`config.mk`:
```
export PLATFORM = sky130hd
export DESIGN_NAME = bpu
export DESIGN_NICKNAME = d
export VERILOG_FILES = /design/src/logic/bpu_pkg.sv /design/src/logic/bimodal_predictor.sv /design/src/logic/bpu.sv /design/src/logic/ftb.sv /design/src/logic/return_stack.sv
export SDC_FILE = /design/constraint.sdc
export NUM_CORES = 2
export LEC_CHECK = 0
export BUFFER_PORTS_ARGS = -buffer_cell sky130_fd_sc_hd__buf_2
export CORE_MARGIN = 5
export CORE_UTILIZATION = 30
export CTS_BUF_LIST = sky130_fd_sc_hd__clkbuf_4 sky130_fd_sc_hd__clkbuf_8 sky130_fd_sc_hd__clkbuf_16
export CTS_CLUSTER_DIAMETER = 30
export DETAILED_ROUTE_END_ITERATION = 8
export PLACE_DENSITY = 0.55
export SYNTH_ARGS = -nofsm -noshare
export SYNTH_HDL_FRONTEND = slang
export SYNTH_HIERARCHICAL = 1
export SYNTH_SLANG_ARGS = --single-unit
```
`constraint.sdc`:
```
create_clock -name clk -period 16.1 [get_ports clk]
set_input_delay 4.025 -clock clk [delete_from_list [all_inputs] [get_ports clk]]
set_output_delay 4.025 -clock clk [all_outputs]
set_load 0.005 [all_outputs]
```
`src/logic/bpu_pkg.sv`:
```
////////////////////
// Shared sizes, branch type codes and packed records of the branch
// predicting unit. Files reach everything here by scoped names.
////////////////////
`default_nettype none

package bpu_pkg;

    localparam int ADDR_WIDTH  = 32;
    localparam int FETCH_WIDTH = 4;

    // FTB geometry: set index pc[5:2], tag pc[31:6]
    localparam int FTB_NSET      = 16;
    localparam int FTB_NWAY      = 2;
    localparam int FTB_IDX_WIDTH = $clog2(FTB_NSET);
    localparam int FTB_WAY_WIDTH = $clog2(FTB_NWAY);
    localparam int FTB_TAG_WIDTH = ADDR_WIDTH - FTB_IDX_WIDTH - 2;

    // Direction table indexed by pc[9:2]
    localparam int PHT_DEPTH     = 256;
    localparam int PHT_IDX_WIDTH = $clog2(PHT_DEPTH);

    localparam int RAS_DEPTH     = 8;
    localparam int RAS_PTR_WIDTH = $clog2(RAS_DEPTH);

    // Block length counts 0 to FETCH_WIDTH
    localparam int LEN_WIDTH = $clog2(FETCH_WIDTH) + 1;

    localparam logic [1:0] BRANCH_TYPE_COND   = 2'd0;
    localparam logic [1:0] BRANCH_TYPE_CALL   = 2'd1;
    localparam logic [1:0] BRANCH_TYPE_RET    = 2'd2;
    localparam logic [1:0] BRANCH_TYPE_UNCOND = 2'd3;

    typedef struct packed {
        logic                     valid;
        logic [FTB_TAG_WIDTH-1:0] tag;
        logic [1:0]               branch_type;
        logic                     is_cross_cacheline;
        logic [ADDR_WIDTH-1:0]    jump_target_address;
        logic [ADDR_WIDTH-1:0]    fall_through_address;
    } ftb_entry_t;

    typedef struct packed {
        logic                  valid;
        logic [ADDR_WIDTH-1:0] start_pc;
        logic [LEN_WIDTH-1:0]  length;
        logic                  is_cross_cacheline;
        logic                  predicted_taken;
        logic                  predict_valid;
    } ftq_block_t;

    // Prediction meta kept by the FTQ until the branch resolves
    typedef struct packed {
        logic                     valid;
        logic                     ftb_hit;
        logic [FTB_WAY_WIDTH-1:0] ftb_hit_index;
        logic [1:0]               ctr_bits;
    } bpu_ftq_meta_t;

    // Training record returned by the FTQ
    typedef struct packed {
        logic                     valid;
        logic [ADDR_WIDTH-1:0]    start_pc;
        logic [1:0]               branch_type;
        logic                     is_taken;
        logic                     predicted_taken;
        logic                     ftb_hit;
        logic [FTB_WAY_WIDTH-1:0] ftb_hit_index;
        logic                     ftb_dirty;
        logic                     is_cross_cacheline;
        logic [ADDR_WIDTH-1:0]    jump_target_address;
        logic [ADDR_WIDTH-1:0]    fall_through_address;
        logic [1:0]               ctr_bits;
    } ftq_bpu_meta_t;

    typedef struct packed {
        logic       valid;
        logic       is_conditional;
        logic       branch_taken;
        logic [1:0] ctr_bits;
    } dir_update_t;

endpackage

`default_nettype wire

```
`src/logic/bimodal_predictor.sv`:
```
////////////////////
// Bimodal direction predictor of 2-bit saturating counters.
// The counter read is registered, training writes back the carried value.
////////////////////
`timescale 1ns/100ps
`default_nettype none

module bimodal_predictor (
    input  wire                                  clk,
    input  wire                                  rst_n_i,
    input  wire         [bpu_pkg::ADDR_WIDTH-1:0] pc_i,
    input  wire         [bpu_pkg::ADDR_WIDTH-1:0] update_pc_i,
    input  bpu_pkg::dir_update_t                  update_i,
    output logic                                  taken_o,
    output logic        [1:0]                     ctr_bits_o
);

    logic [1:0] pht_q [bpu_pkg::PHT_DEPTH];

    logic [bpu_pkg::PHT_IDX_WIDTH-1:0] read_idx;
    logic [bpu_pkg::PHT_IDX_WIDTH-1:0] write_idx;
    logic [1:0]                        ctr_next;

    assign read_idx  = pc_i[bpu_pkg::PHT_IDX_WIDTH+1:2];
    assign write_idx = update_pc_i[bpu_pkg::PHT_IDX_WIDTH+1:2];

    // One step toward the outcome, saturating at both ends
    always_comb begin
        ctr_next = update_i.ctr_bits;
        if (update_i.branch_taken) begin
            if (update_i.ctr_bits != 2'b11) begin
                ctr_next = update_i.ctr_bits + 2'd1;
            end
        end else if (update_i.ctr_bits != 2'b00) begin
            ctr_next = update_i.ctr_bits - 2'd1;
        end
    end

    always_ff @(posedge clk or negedge rst_n_i) begin
        if (!rst_n_i) begin
            // Weakly not-taken
            for (int i = 0; i < bpu_pkg::PHT_DEPTH; i++) begin
                pht_q[i] <= 2'b01;
            end
            ctr_bits_o <= 2'b01;
        end else begin
            ctr_bits_o <= pht_q[read_idx];
            if (update_i.valid && update_i.is_conditional) begin
                pht_q[write_idx] <= ctr_next;
            end
        end
    end

    assign taken_o = ctr_bits_o[1];

endmodule

`default_nettype wire

```
`src/logic/bpu.sv`:
```
////////////////////
// Branch predicting unit top. Gives the FTQ a next-line block in P0 and
// an FTB based block plus redirect in P1; decodes FTQ training records.
////////////////////
`timescale 1ns/100ps
`default_nettype none

module bpu (
    input  wire                             clk,
    input  wire                             rst_n_i,
    input  wire                             backend_flush_i,
    input  wire  [bpu_pkg::ADDR_WIDTH-1:0]  pc_i,
    input  wire                             ftq_full_i,
    input  bpu_pkg::ftq_bpu_meta_t          ftq_meta_i,
    output bpu_pkg::ftq_block_t             ftq_p0_o,
    output bpu_pkg::ftq_block_t             ftq_p1_o,
    output bpu_pkg::bpu_ftq_meta_t          ftq_meta_o,
    output logic                            main_redirect_o,
    output logic [bpu_pkg::ADDR_WIDTH-1:0]  main_redirect_pc_o
);

    localparam int LEN_MSB = $clog2(bpu_pkg::FETCH_WIDTH) + 2;

    logic [bpu_pkg::ADDR_WIDTH-1:0]    p1_pc;
    logic                              flush_delay;
    logic                              full_delay;
    logic                              ftb_hit;
    logic [bpu_pkg::FTB_WAY_WIDTH-1:0] ftb_hit_index;
    bpu_pkg::ftb_entry_t               ftb_entry;
    logic                              predict_taken;
    logic [1:0]                        predict_ctr;
    logic [bpu_pkg::ADDR_WIDTH-1:0]    ras_top;
    logic                              page_cut;
    logic [11:0]                       page_dist;

    ////////////////////
    // P0 next-line block
    ////////////////////
    // Four instructions would run past the 4 KiB page
    assign page_cut  = pc_i[11:0] > 12'hff0;
    assign page_dist = 12'h000 - pc_i[11:0];

    always_comb begin
        ftq_p0_o = '0;
        if (!ftq_full_i) begin
            ftq_p0_o.valid    = 1'b1;
            ftq_p0_o.start_pc = pc_i;
            ftq_p0_o.length   = page_cut ? page_dist[LEN_MSB:2] :
                                           3'(bpu_pkg::FETCH_WIDTH);
            // A cut block ends at the page edge, inside the line
            ftq_p0_o.is_cross_cacheline = (pc_i[3:2] != 2'b00) && !page_cut;
        end
    end

    ////////////////////
    // P1 block and redirect
    ////////////////////
    always_ff @(posedge clk or negedge rst_n_i) begin
        if (!rst_n_i) begin
            flush_delay <= 1'b0;
            full_delay  <= 1'b0;
        end else begin
            flush_delay <= backend_flush_i || (main_redirect_o && !full_delay);
            full_delay  <= ftq_full_i;
        end
    end

    always_ff @(posedge clk) begin
        p1_pc <= pc_i;
    end

    assign main_redirect_o = ftb_hit && !flush_delay && !full_delay;

    always_comb begin
        ftq_p1_o = '0;
        if (main_redirect_o) begin
            ftq_p1_o.valid              = 1'b1;
            ftq_p1_o.start_pc           = p1_pc;
            // Wrapped 3-bit difference stays within one block
            ftq_p1_o.length             = ftb_entry.fall_through_address[LEN_MSB:2] -
                                          p1_pc[LEN_MSB:2];
            ftq_p1_o.is_cross_cacheline = ftb_entry.is_cross_cacheline;
            ftq_p1_o.predicted_taken    =
                (ftb_entry.branch_type == bpu_pkg::BRANCH_TYPE_COND) ? predict_taken : 1'b1;
            ftq_p1_o.predict_valid      = 1'b1;
        end
    end

    always_comb begin
        case (ftb_entry.branch_type)
            bpu_pkg::BRANCH_TYPE_COND: begin
                main_redirect_pc_o = predict_taken ? ftb_entry.jump_target_address :
                                                     ftb_entry.fall_through_address;
            end
            bpu_pkg::BRANCH_TYPE_RET: begin
                main_redirect_pc_o = ras_top;
            end
            default: begin
                main_redirect_pc_o = ftb_entry.jump_target_address;
            end
        endcase
    end

    // Meta the FTQ hands back on training
    always_comb begin
        ftq_meta_o.valid         = ftb_hit;
        ftq_meta_o.ftb_hit       = ftb_hit;
        ftq_meta_o.ftb_hit_index = ftb_hit_index;
        ftq_meta_o.ctr_bits      = predict_ctr;
    end

    ////////////////////
    // Training decode
    ////////////////////
    logic                 mispredict;
    logic                 dirty_hit;
    logic                 ftb_update_valid;
    bpu_pkg::ftb_entry_t  ftb_update_entry;
    bpu_pkg::dir_update_t dir_update;
    logic                 ras_push;
    logic                 ras_pop;

    assign mispredict = ftq_meta_i.predicted_taken ^ ftq_meta_i.is_taken;
    assign dirty_hit  = ftq_meta_i.ftb_dirty && ftq_meta_i.ftb_hit;

    // First taken resolution installs, a polluted entry gets dropped
    assign ftb_update_valid = ftq_meta_i.valid &&
                              ((mispredict && !ftq_meta_i.ftb_hit) || dirty_hit);

    always_comb begin
        ftb_update_entry.valid                = !dirty_hit;
        ftb_update_entry.tag                  =
            ftq_meta_i.start_pc[bpu_pkg::ADDR_WIDTH-1:bpu_pkg::FTB_IDX_WIDTH+2];
        ftb_update_entry.branch_type          = ftq_meta_i.branch_type;
        ftb_update_entry.is_cross_cacheline   = ftq_meta_i.is_cross_cacheline;
        ftb_update_entry.jump_target_address  = ftq_meta_i.jump_target_address;
        ftb_update_entry.fall_through_address = ftq_meta_i.fall_through_address;
    end

    always_comb begin
        dir_update.valid          = ftq_meta_i.valid;
        dir_update.is_conditional = ftq_meta_i.branch_type == bpu_pkg::BRANCH_TYPE_COND;
        dir_update.branch_taken   = ftq_meta_i.is_taken;
        dir_update.ctr_bits       = ftq_meta_i.ctr_bits;
    end

    assign ras_push = ftq_meta_i.valid && (ftq_meta_i.branch_type == bpu_pkg::BRANCH_TYPE_CALL);
    assign ras_pop  = ftq_meta_i.valid && (ftq_meta_i.branch_type == bpu_pkg::BRANCH_TYPE_RET);

    ftb u_ftb (
        .clk            (clk),
        .rst_n_i        (rst_n_i),
        .query_pc_i     (pc_i),
        .update_valid_i (ftb_update_valid),
        .update_pc_i    (ftq_meta_i.start_pc),
        .update_way_i   (ftq_meta_i.ftb_hit_index),
        .update_dirty_i (dirty_hit),
        .update_entry_i (ftb_update_entry),
        .query_entry_o  (ftb_entry),
        .hit_o          (ftb_hit),
        .hit_index_o    (ftb_hit_index)
    );

    bimodal_predictor u_bimodal_predictor (
        .clk         (clk),
        .rst_n_i     (rst_n_i),
        .pc_i        (pc_i),
        .update_pc_i (ftq_meta_i.start_pc),
        .update_i    (dir_update),
        .taken_o     (predict_taken),
        .ctr_bits_o  (predict_ctr)
    );

    return_stack u_return_stack (
        .clk         (clk),
        .rst_n_i     (rst_n_i),
        .push_i      (ras_push),
        .push_addr_i (ftq_meta_i.fall_through_address),
        .pop_i       (ras_pop),
        .top_addr_o  (ras_top)
    );

    // A flush silences the redirect of the following cycle
    a_no_redirect_after_flush: assert property (
        @(posedge clk) disable iff (!rst_n_i) backend_flush_i |=> !main_redirect_o
    );

    a_no_p0_when_full: assert property (
        @(posedge clk) disable iff (!rst_n_i) !(ftq_full_i && ftq_p0_o.valid)
    );

endmodule

`default_nettype wire

```
`src/logic/ftb.sv`:
```
////////////////////
// Set-associative fetch target buffer. Lookup result is registered and
// belongs to the previous query PC. Installs fill round-robin per set.
////////////////////
`timescale 1ns/100ps
`default_nettype none

module ftb (
    input  wire                                      clk,
    input  wire                                      rst_n_i,
    input  wire        [bpu_pkg::ADDR_WIDTH-1:0]     query_pc_i,
    input  wire                                      update_valid_i,
    input  wire        [bpu_pkg::ADDR_WIDTH-1:0]     update_pc_i,
    input  wire        [bpu_pkg::FTB_WAY_WIDTH-1:0]  update_way_i,
    input  wire                                      update_dirty_i,
    input  bpu_pkg::ftb_entry_t                      update_entry_i,
    output bpu_pkg::ftb_entry_t                      query_entry_o,
    output logic                                     hit_o,
    output logic       [bpu_pkg::FTB_WAY_WIDTH-1:0]  hit_index_o
);

    bpu_pkg::ftb_entry_t entries_q [bpu_pkg::FTB_NSET][bpu_pkg::FTB_NWAY];

    logic [bpu_pkg::FTB_NSET-1:0][bpu_pkg::FTB_NWAY-1:0]      valid_q;
    logic [bpu_pkg::FTB_NSET-1:0][bpu_pkg::FTB_WAY_WIDTH-1:0] rr_q;

    logic [bpu_pkg::FTB_IDX_WIDTH-1:0] query_set;
    logic [bpu_pkg::FTB_TAG_WIDTH-1:0] query_tag;
    logic [bpu_pkg::FTB_IDX_WIDTH-1:0] update_set;
    logic [bpu_pkg::FTB_WAY_WIDTH-1:0] write_way;
    logic [bpu_pkg::FTB_NWAY-1:0]      way_match;
    logic [bpu_pkg::FTB_WAY_WIDTH-1:0] match_way;
    bpu_pkg::ftb_entry_t               match_entry;

    assign query_set  = query_pc_i[bpu_pkg::FTB_IDX_WIDTH+1:2];
    assign query_tag  = query_pc_i[bpu_pkg::ADDR_WIDTH-1:bpu_pkg::FTB_IDX_WIDTH+2];
    assign update_set = update_pc_i[bpu_pkg::FTB_IDX_WIDTH+1:2];

    // Dirty entries are rewritten in place, new ones go to the RR way
    assign write_way = update_dirty_i ? update_way_i : rr_q[update_set];

    ////////////////////
    // Lookup
    ////////////////////
    always_comb begin
        way_match   = '0;
        match_way   = '0;
        match_entry = entries_q[query_set][0];
        for (int w = 0; w < bpu_pkg::FTB_NWAY; w++) begin
            way_match[w] = valid_q[query_set][w] &&
                           (entries_q[query_set][w].tag == query_tag);
            if (way_match[w]) begin
                match_way   = w[bpu_pkg::FTB_WAY_WIDTH-1:0];
                match_entry = entries_q[query_set][w];
            end
        end
    end

    always_ff @(posedge clk or negedge rst_n_i) begin
        if (!rst_n_i) begin
            hit_o <= 1'b0;
        end else begin
            hit_o <= |way_match;
        end
    end

    always_ff @(posedge clk) begin
        query_entry_o <= match_entry;
        hit_index_o   <= match_way;
    end

    ////////////////////
    // Update
    ////////////////////
    always_ff @(posedge clk) begin
        if (update_valid_i) begin
            entries_q[update_set][write_way] <= update_entry_i;
        end
    end

    always_ff @(posedge clk or negedge rst_n_i) begin
        if (!rst_n_i) begin
            valid_q <= '0;
            rr_q    <= '0;
        end else if (update_valid_i) begin
            valid_q[update_set][write_way] <= update_entry_i.valid;
            if (!update_dirty_i) begin
                rr_q[update_set] <= rr_q[update_set] + 1'b1;
            end
        end
    end

    // Installs happen only on a miss, so a tag lives in one way at most
    a_single_way_hit: assert property (
        @(posedge clk) disable iff (!rst_n_i) !(&way_match)
    );

endmodule

`default_nettype wire

```
`src/logic/return_stack.sv`:
```
////////////////////
// Circular return address stack. Calls push the return address,
// returns pop it; overflow overwrites the oldest entry.
////////////////////
`timescale 1ns/100ps
`default_nettype none

module return_stack (
    input  wire                            clk,
    input  wire                            rst_n_i,
    input  wire                            push_i,
    input  wire [bpu_pkg::ADDR_WIDTH-1:0]  push_addr_i,
    input  wire                            pop_i,
    output logic [bpu_pkg::ADDR_WIDTH-1:0] top_addr_o
);

    logic [bpu_pkg::ADDR_WIDTH-1:0]    stack_q [bpu_pkg::RAS_DEPTH];
    logic [bpu_pkg::RAS_PTR_WIDTH-1:0] ptr_q;
    logic [bpu_pkg::RAS_PTR_WIDTH-1:0] top_ptr;

    // Pointer names the next free slot
    assign top_ptr    = ptr_q - 1'b1;
    assign top_addr_o = stack_q[top_ptr];

    always_ff @(posedge clk or negedge rst_n_i) begin
        if (!rst_n_i) begin
            ptr_q <= '0;
        end else if (push_i) begin
            ptr_q <= ptr_q + 1'b1;
        end else if (pop_i) begin
            ptr_q <= top_ptr;
        end
    end

    always_ff @(posedge clk) begin
        if (push_i) begin
            stack_q[ptr_q] <= push_addr_i;
        end
    end

    // A training record is either a call or a return, never both
    a_no_push_pop: assert property (
        @(posedge clk) disable iff (!rst_n_i) !(push_i && pop_i)
    );

endmodule

`default_nettype wire

```
## Word-level counts from Yosys, hierarchy flattened

Memory sizes are Yosys's and may differ from the RTL's.
Index checks and enable logic that the tools add are counted.

- Register bits after elaboration: 668
- Memory bits (writable): 3,264
- Word-level logic and storage cells: 398
- Memories: 2

Memory list:

| name | words | width | read ports | clocked after memory_dff | wr ports | RTL line | RTL |
|---|---|---|---|---|---|---|---|
| u_ftb.entries_q | 16 | 188 | 1 | 0 | 1 | ftb.sv:22 | `bpu_pkg::ftb_entry_t entries_q [bpu_pkg::FTB_NSET][bpu_pkg::FTB_NWAY];` |
| u_return_stack.stack_q | 8 | 32 | 1 | 0 | 1 | return_stack.sv:17 | `logic [bpu_pkg::ADDR_WIDTH-1:0] stack_q [bpu_pkg::RAS_DEPTH];` |

- $add $sub $neg: 7
- Magnitude comparators: 11
- Eq/ne operators: 6
- Muxes and demuxes: 38
- Bitwise gates (word level): 5
- Reductions and logical operators: 30

Operators by type and width:

| operator | count |
|---|---|
| bitwise mux 512 bit | 1 |
| 2-to-1 mux 188 bit | 1 |
| demux 94 bit (select 1 bit) | 1 |
| 2-to-1 mux 94 bit | 1 |
| 2-to-1 mux 67 bit | 1 |
| case mux 32 bit (2 select lines) | 1 |
| == test 26 bit | 2 |
| 2-to-1 mux 39 bit | 1 |
| 2-to-1 mux 37 bit | 1 |
| bitwise mux 32 bit | 1 |
| 2-to-1 mux 32 bit | 1 |
| >= comparator 9 bit, second input constant | 2 |
| inverter 8 -> 9 bit | 2 |
| binary-select mux 2 bit (select 8 bit) | 1 |
| bitwise mux 16 bit | 1 |
| demux 2 bit (select 8 bit) | 1 |
| logical AND 1 bit | 16 |
| 2-to-1 mux 2 bit | 8 |
| > comparator 12 bit, second input constant | 1 |
| less-than comparator 4 x 5 -> 1 bit, second input constant | 2 |
| less-than comparator 9 x 1 -> 1 bit, second input constant | 1 |
| 2-to-1 mux 1 bit | 9 |
| 2-to-1 mux 3 bit | 3 |
| binary-select mux 2 bit (select 4 bit) | 1 |
| 28 further kinds | 37 |

## Depth between registers and ports, before layout

- Depth in word-level cells: 10
- Gate-level depth with buffers: 16

## Cells and area by module

The synthesis kept the hierarchy.

Modules (own cells, without submodules):

| module | times used | cells an instance | area an instance (µm²) |
|---|---|---|---|
| ftb | 1 | 4,796 | 119,126.8 |
| bimodal_predictor | 1 | 2,283 | 24,498.5 |
| return_stack | 1 | 617 | 10,322.4 |
| bpu | 1 | 230 | 2,070.7 |

## Worst setup path after synthesis

OpenSTA, ideal clock, no wires.

- Kind: input-to-reg
- Start: in ftq_meta_i[76] in the netlist's numbering
- End: reg u_ftb/valid_q[12] in the netlist's numbering
- Library setup time: 0.085 ns
- Arrival: 10.538 ns
- Required time: 16.015 ns
- Slack: 5.477 ns
- Cell stages on the path: 8
- Path buffers: 2
- Cell sequence: clkbuf_1 -> mux4_2 -> mux2_2 -> o21ai_1 -> o21ai_1 -> clkbuf_1 -> nor2_1 -> mux2_2

- Word-level cells in the longest chain between the ends: 10
- Elaborated cells between the ends (all ways): 14
- Classes of those cells: order compare (4); mux (8); reduce/logical (2)

Ends and longest elaborated chain:

| what | RTL line | RTL |
|---|---|---|
| start: declaration | bpu.sv:14 | `input bpu_pkg::ftq_bpu_meta_t ftq_meta_i,` |
| binary-select mux 1 bit (select 4 bit) | ftb.sv:40 | `assign write_way = update_dirty_i ? update_way_i : rr_q[update_set];` |
| 2-to-1 mux 1 bit (not written as such) | ftb.sv:40 |  |
| 2-to-1 mux 1 bit | ftb.sv:40 |  |
| less-than comparator 1 x 2 -> 1 bit (not written as such) / >= comparator 1 bit (equally long branches) | ftb.sv:86 | `valid_q[update_set][write_way] <= update_entry_i.valid;` |
| logical AND 1 bit (not written as such) | ftb.sv:86 |  |
| 2-to-1 mux 1 bit (not written as such) | ftb.sv:86 |  |
| demux 1 bit (select 1 bit) | -- |  |
| 2-to-1 mux 2 bit (not written as such) | ftb.sv:86 |  |
| demux 2 bit (select 4 bit) (*) | -- |  |
| bitwise mux 32 bit (*) | ftb.sv:86 |  |
| end signal: indexed assignment | ftb.sv:86 |  |
| end: declaration | ftb.sv:24 | `logic [bpu_pkg::FTB_NSET-1:0][bpu_pkg::FTB_NWAY-1:0] valid_q;` |

Every way passes the cells marked *; elsewhere a longest branch is shown, timed or not. The select of a mux whose other input is x is not followed.
A chain may end at the register's enable or synchronous reset.

## Worst setup path after layout

- Start: reg u_return_stack/ptr_q[0] in the netlist's numbering
- End: out main_redirect_pc_o[19] in the netlist's numbering

- Word-level cells in the longest chain between the ends: 3

Ends and longest elaborated chain:

| what | RTL line | RTL |
|---|---|---|
| start: declaration | return_stack.sv:18 | `logic [bpu_pkg::RAS_PTR_WIDTH-1:0] ptr_q;` |
| start signal: assignment | return_stack.sv:29 | `ptr_q <= ptr_q + 1'b1;` |
| start signal: assignment | return_stack.sv:31 | `ptr_q <= top_ptr;` |
| subtractor 3 x 1 -> 3 bit | return_stack.sv:22 | `assign top_ptr = ptr_q - 1'b1;` |
| memory (8 x 32 bit) | -- |  |
| via ras_top, one bit | bpu.sv:32 | `logic [bpu_pkg::ADDR_WIDTH-1:0] ras_top;` |
| case mux 32 bit (2 select lines) | bpu.sv:90 | `case (ftb_entry.branch_type)` |
| end: declaration | bpu.sv:19 | `output logic [bpu_pkg::ADDR_WIDTH-1:0] main_redirect_pc_o` |

The timed path passes the listed nets, and every way through them passes these cells.

==> results by group <==
Worst setup path
  – Worst R2R End: u_ftb/query_entry_o[39]
  – WP data required: 12.07 ns
  – Setup crit start kind: flop
  – Worst r2r path cells: 10
  – Origin of the critical flop-to-flop path: u_ftb/entries_q[10][83]
  – Slowest stage delay, CP: 1.04 ns
  – Crit. End Element: primary output
  – Worst EP arrival: 6.21 ns
  – Worst reg2reg setup slack: 11.31 ns
  – Critical path's most frequent cell: buf_4
  – Slowest-stage cell, CP: buf_4
  – CP Class: flop to primary output
  – Crit path max fanout: 71
  – Critical-path cell list: buf_4, inv_2, ha_4, buf_4, mux2i_1, nand3_1, and4_1, a22oi_1, o2bb2ai_1, buf_2

Clocking
  – Resized cells post-CTS: 0
  – CTS tree: done
  – Max Buffers Root-to-Sink: 4
  – CTS sink count: 3900
  – CTS hold repair buffers: 0
  – Worst-Skew Late Latency: 1.07 ns
  – Root buffer cell: clkbuf_16
  – # Post-CTS Setup Buffers: 0
  – Htree depth: 6
  – CTS buffer count: 694
  – Clk slew on worst S/H paths: 0.05 ns

Pwr
  – PwrDens: 150 mW/mm2
  – Peak VDD IR: 188 uV
  – P_leak: 62.9 nW

Detailed routing
  – Wirelength per Cell: 27.5 um
  – DR vias: 80601
  – Post-DRT Antenna Nets: 0
  – Final WL: 436000 um
  – Vias per cell: 5.08
  – Starting DRT DRC Count: 7821
  – DRC violations left: 0
  – Drt pass-1 iters: 5

Floorplan
  – Die width: 726 um
  – Core footprint: 0.512 mm2
  – Site Rows: 263
  – Initial core utilization: 30.0%
  – Top Ports: 259
  – Die H: 726 um
  – DIE AREA: 0.527 mm2

Place
  – PortBufs: 254
  – Gpl congestion: 0.764
  – Post-Place Cell Area: 0.163 mm2
  – Hpwl dp: 233000 um
  – Post-Place Worst Slack: 5.37 ns

Layout
  – Nets: 8635
  – Post-route design area: 0.188 mm2
  – Layout area overhead: 22.1%
  – Share of layout cells above drive strength 1: 36.2%
  – Finished Core Util: 36.7%
  – Fillers: 46590

GRT
  – GRT Total Usage: 16.1%
  – Global-route wire length before repair: 621000 um
  – Initial antenna violation count: 64
  – Pin count of the biggest net entering global routing: 187
  – Vias in the first global route: 84733
  – Total grt overflow: 0

Flow run
  – Max-cap violation count: 0

Min path
  – Min-Delay Path Depth: 2
  – Hold_sp: u_bimodal_predictor/pht_q[186]
  – Hold Path End: u_bimodal_predictor/pht_q[186]
  – Hold Crit Class: flop to flop

STA
  – Setup TNS: 0 ns
  – Max Clk Rate: 97.7 MHz
  – Final Slew Violations: 0
  – RSZ-0062 raised after global routing: no
  – Finish-stage setup viols: 0
  – Post-route setup slack: 5.86 ns
  – Max-slew headroom: 14.6%
  – Crit path time final: 10.24 ns
  – Layout Skew: 0.0842 ns
  – Fin crit share: 63.6%
  – Worst Max-Slew Pin Slew: 1.28 ns
  – Final Hold Fails: 0
  – Hold slack final: 0.470 ns

Synth
  – Mean Syn Cell Area: 19.7 um2
  – Synthesis Warnings: 6
  – Mapped Cells: 7800
  – Mapped cell area: 0.154 mm2

Outcome
  – Status: finished clean
==> registers in the layout, summed over array words and instances, names as in the netlist, 2 cells and up <==
name / cells
p1_pc: 32
u_return_stack/stack_q: 256
u_ftb/query_entry_o: 67
u_ftb/entries_q: 2976
u_bimodal_predictor/ctr_bits_o: 2
u_bimodal_predictor/pht_q: 512
u_ftb/valid_q: 32
u_ftb/rr_q: 16
u_return_stack/ptr_q: 3
==> worst max path at each step <==
stage,end,depth (start not counted),startpoint,slack [ns]
final,main_redirect_pc_o[19],10,u_return_stack/ptr_q[0],5.86
after global routing,main_redirect_pc_o[0],10,u_return_stack/ptr_q[0],5.60
after CTS,main_redirect_pc_o[0],10,u_return_stack/ptr_q[0],5.69
after detailed placement,u_ftb/query_entry_o[34],13,pc_i[2],5.37
after global placement,u_ftb/query_entry_o[27],13,pc_i[2],5.42
after floorplan,u_ftb/valid_q[12],8,ftq_meta_i[76],5.52
==> metal layers <==
layer | vias up | wire, um | GRT usage (%)
met4 | 24 | 13900 | 5.24
met5 | - | 149 | 0
met1 | 43609 | 181000 | 21.4
met3 | 756 | 29600 | 2.97
li1 | 33164 | - | -
met2 | 3048 | 212000 | 26.7
==> area by class of cell <==
cell class	count	area (um2)	area share, %
Timing Repair Buffer	456	3050	1.62
Antenna cell	16	40.0	0.0213
Tap cell	6757	8450	4.50
Inverter	12	52.6	0.0280
Clock buffer	808	18500	9.84
Sequential cell	3900	114000	60.5
Clock inverter	491	5870	3.12
Multi-Input combinational cell	3424	38300	20.4
==> cell usage in the layout, fill, tap and decap left out, types with 39 or more instances in the layout <==
cell type and instances:
dfrtp_1 310, clkinv_1 46, clkinvlp_4 84, clkinv_4 63, o22ai_1 40, nor2_4 39
bufinv_16 81, mux4_2 961, xnor2_1 40, mux2i_1 304, and2_1 39, edfxtp_1 3232
buf_2 249, o21ai_0 357, nor2b_1 39, dfstp_2 257, inv_6 74, dfxtp_1 98
clkinv_2 85, nor2_1 153, clkbuf_16 699, nand2_1 627, buf_4 186, nand3_1 157
clkbuf_4 80, mux2_2 280
==> where the power goes <==
part           leakage, nW  switching, mW  total (mW)  internal (mW)
Sequential            36.8         0.0853        11.2           11.1
Combinational         14.2           1.32        2.11          0.790
Clock                 11.8           5.26        14.9           9.65
==> metrics by stage <==
| step | instances | total power [mW] |
|---|---|---|
| 6_report | 15864 | 28.2 |
| 5_1_grt | 15853 | 29.1 |
| 4_1_cts | 15847 | 28.5 |
| 3_5_place_dp | 14548 | 13.5 |
| 3_3_place_gp | 14547 | 13.5 |
| 2_1_floorplan | 7801 | 12.7 |
==> worst max-delay path: cells and delay by family (launching register included) <==
family / cells / cell delay (ns)
AO/OA/AOI/OAI: 2 / 0.93
adder cells (fa/ha/maj): 1 / 1.02
multiplexers: 1 / 0.29
flip-flops: 1 / 0.33
AND/OR/NAND/NOR: 2 / 0.33
buffers and inverters: 4 / 2.10
No activity file was read; power rests on OpenSTA's default activity.
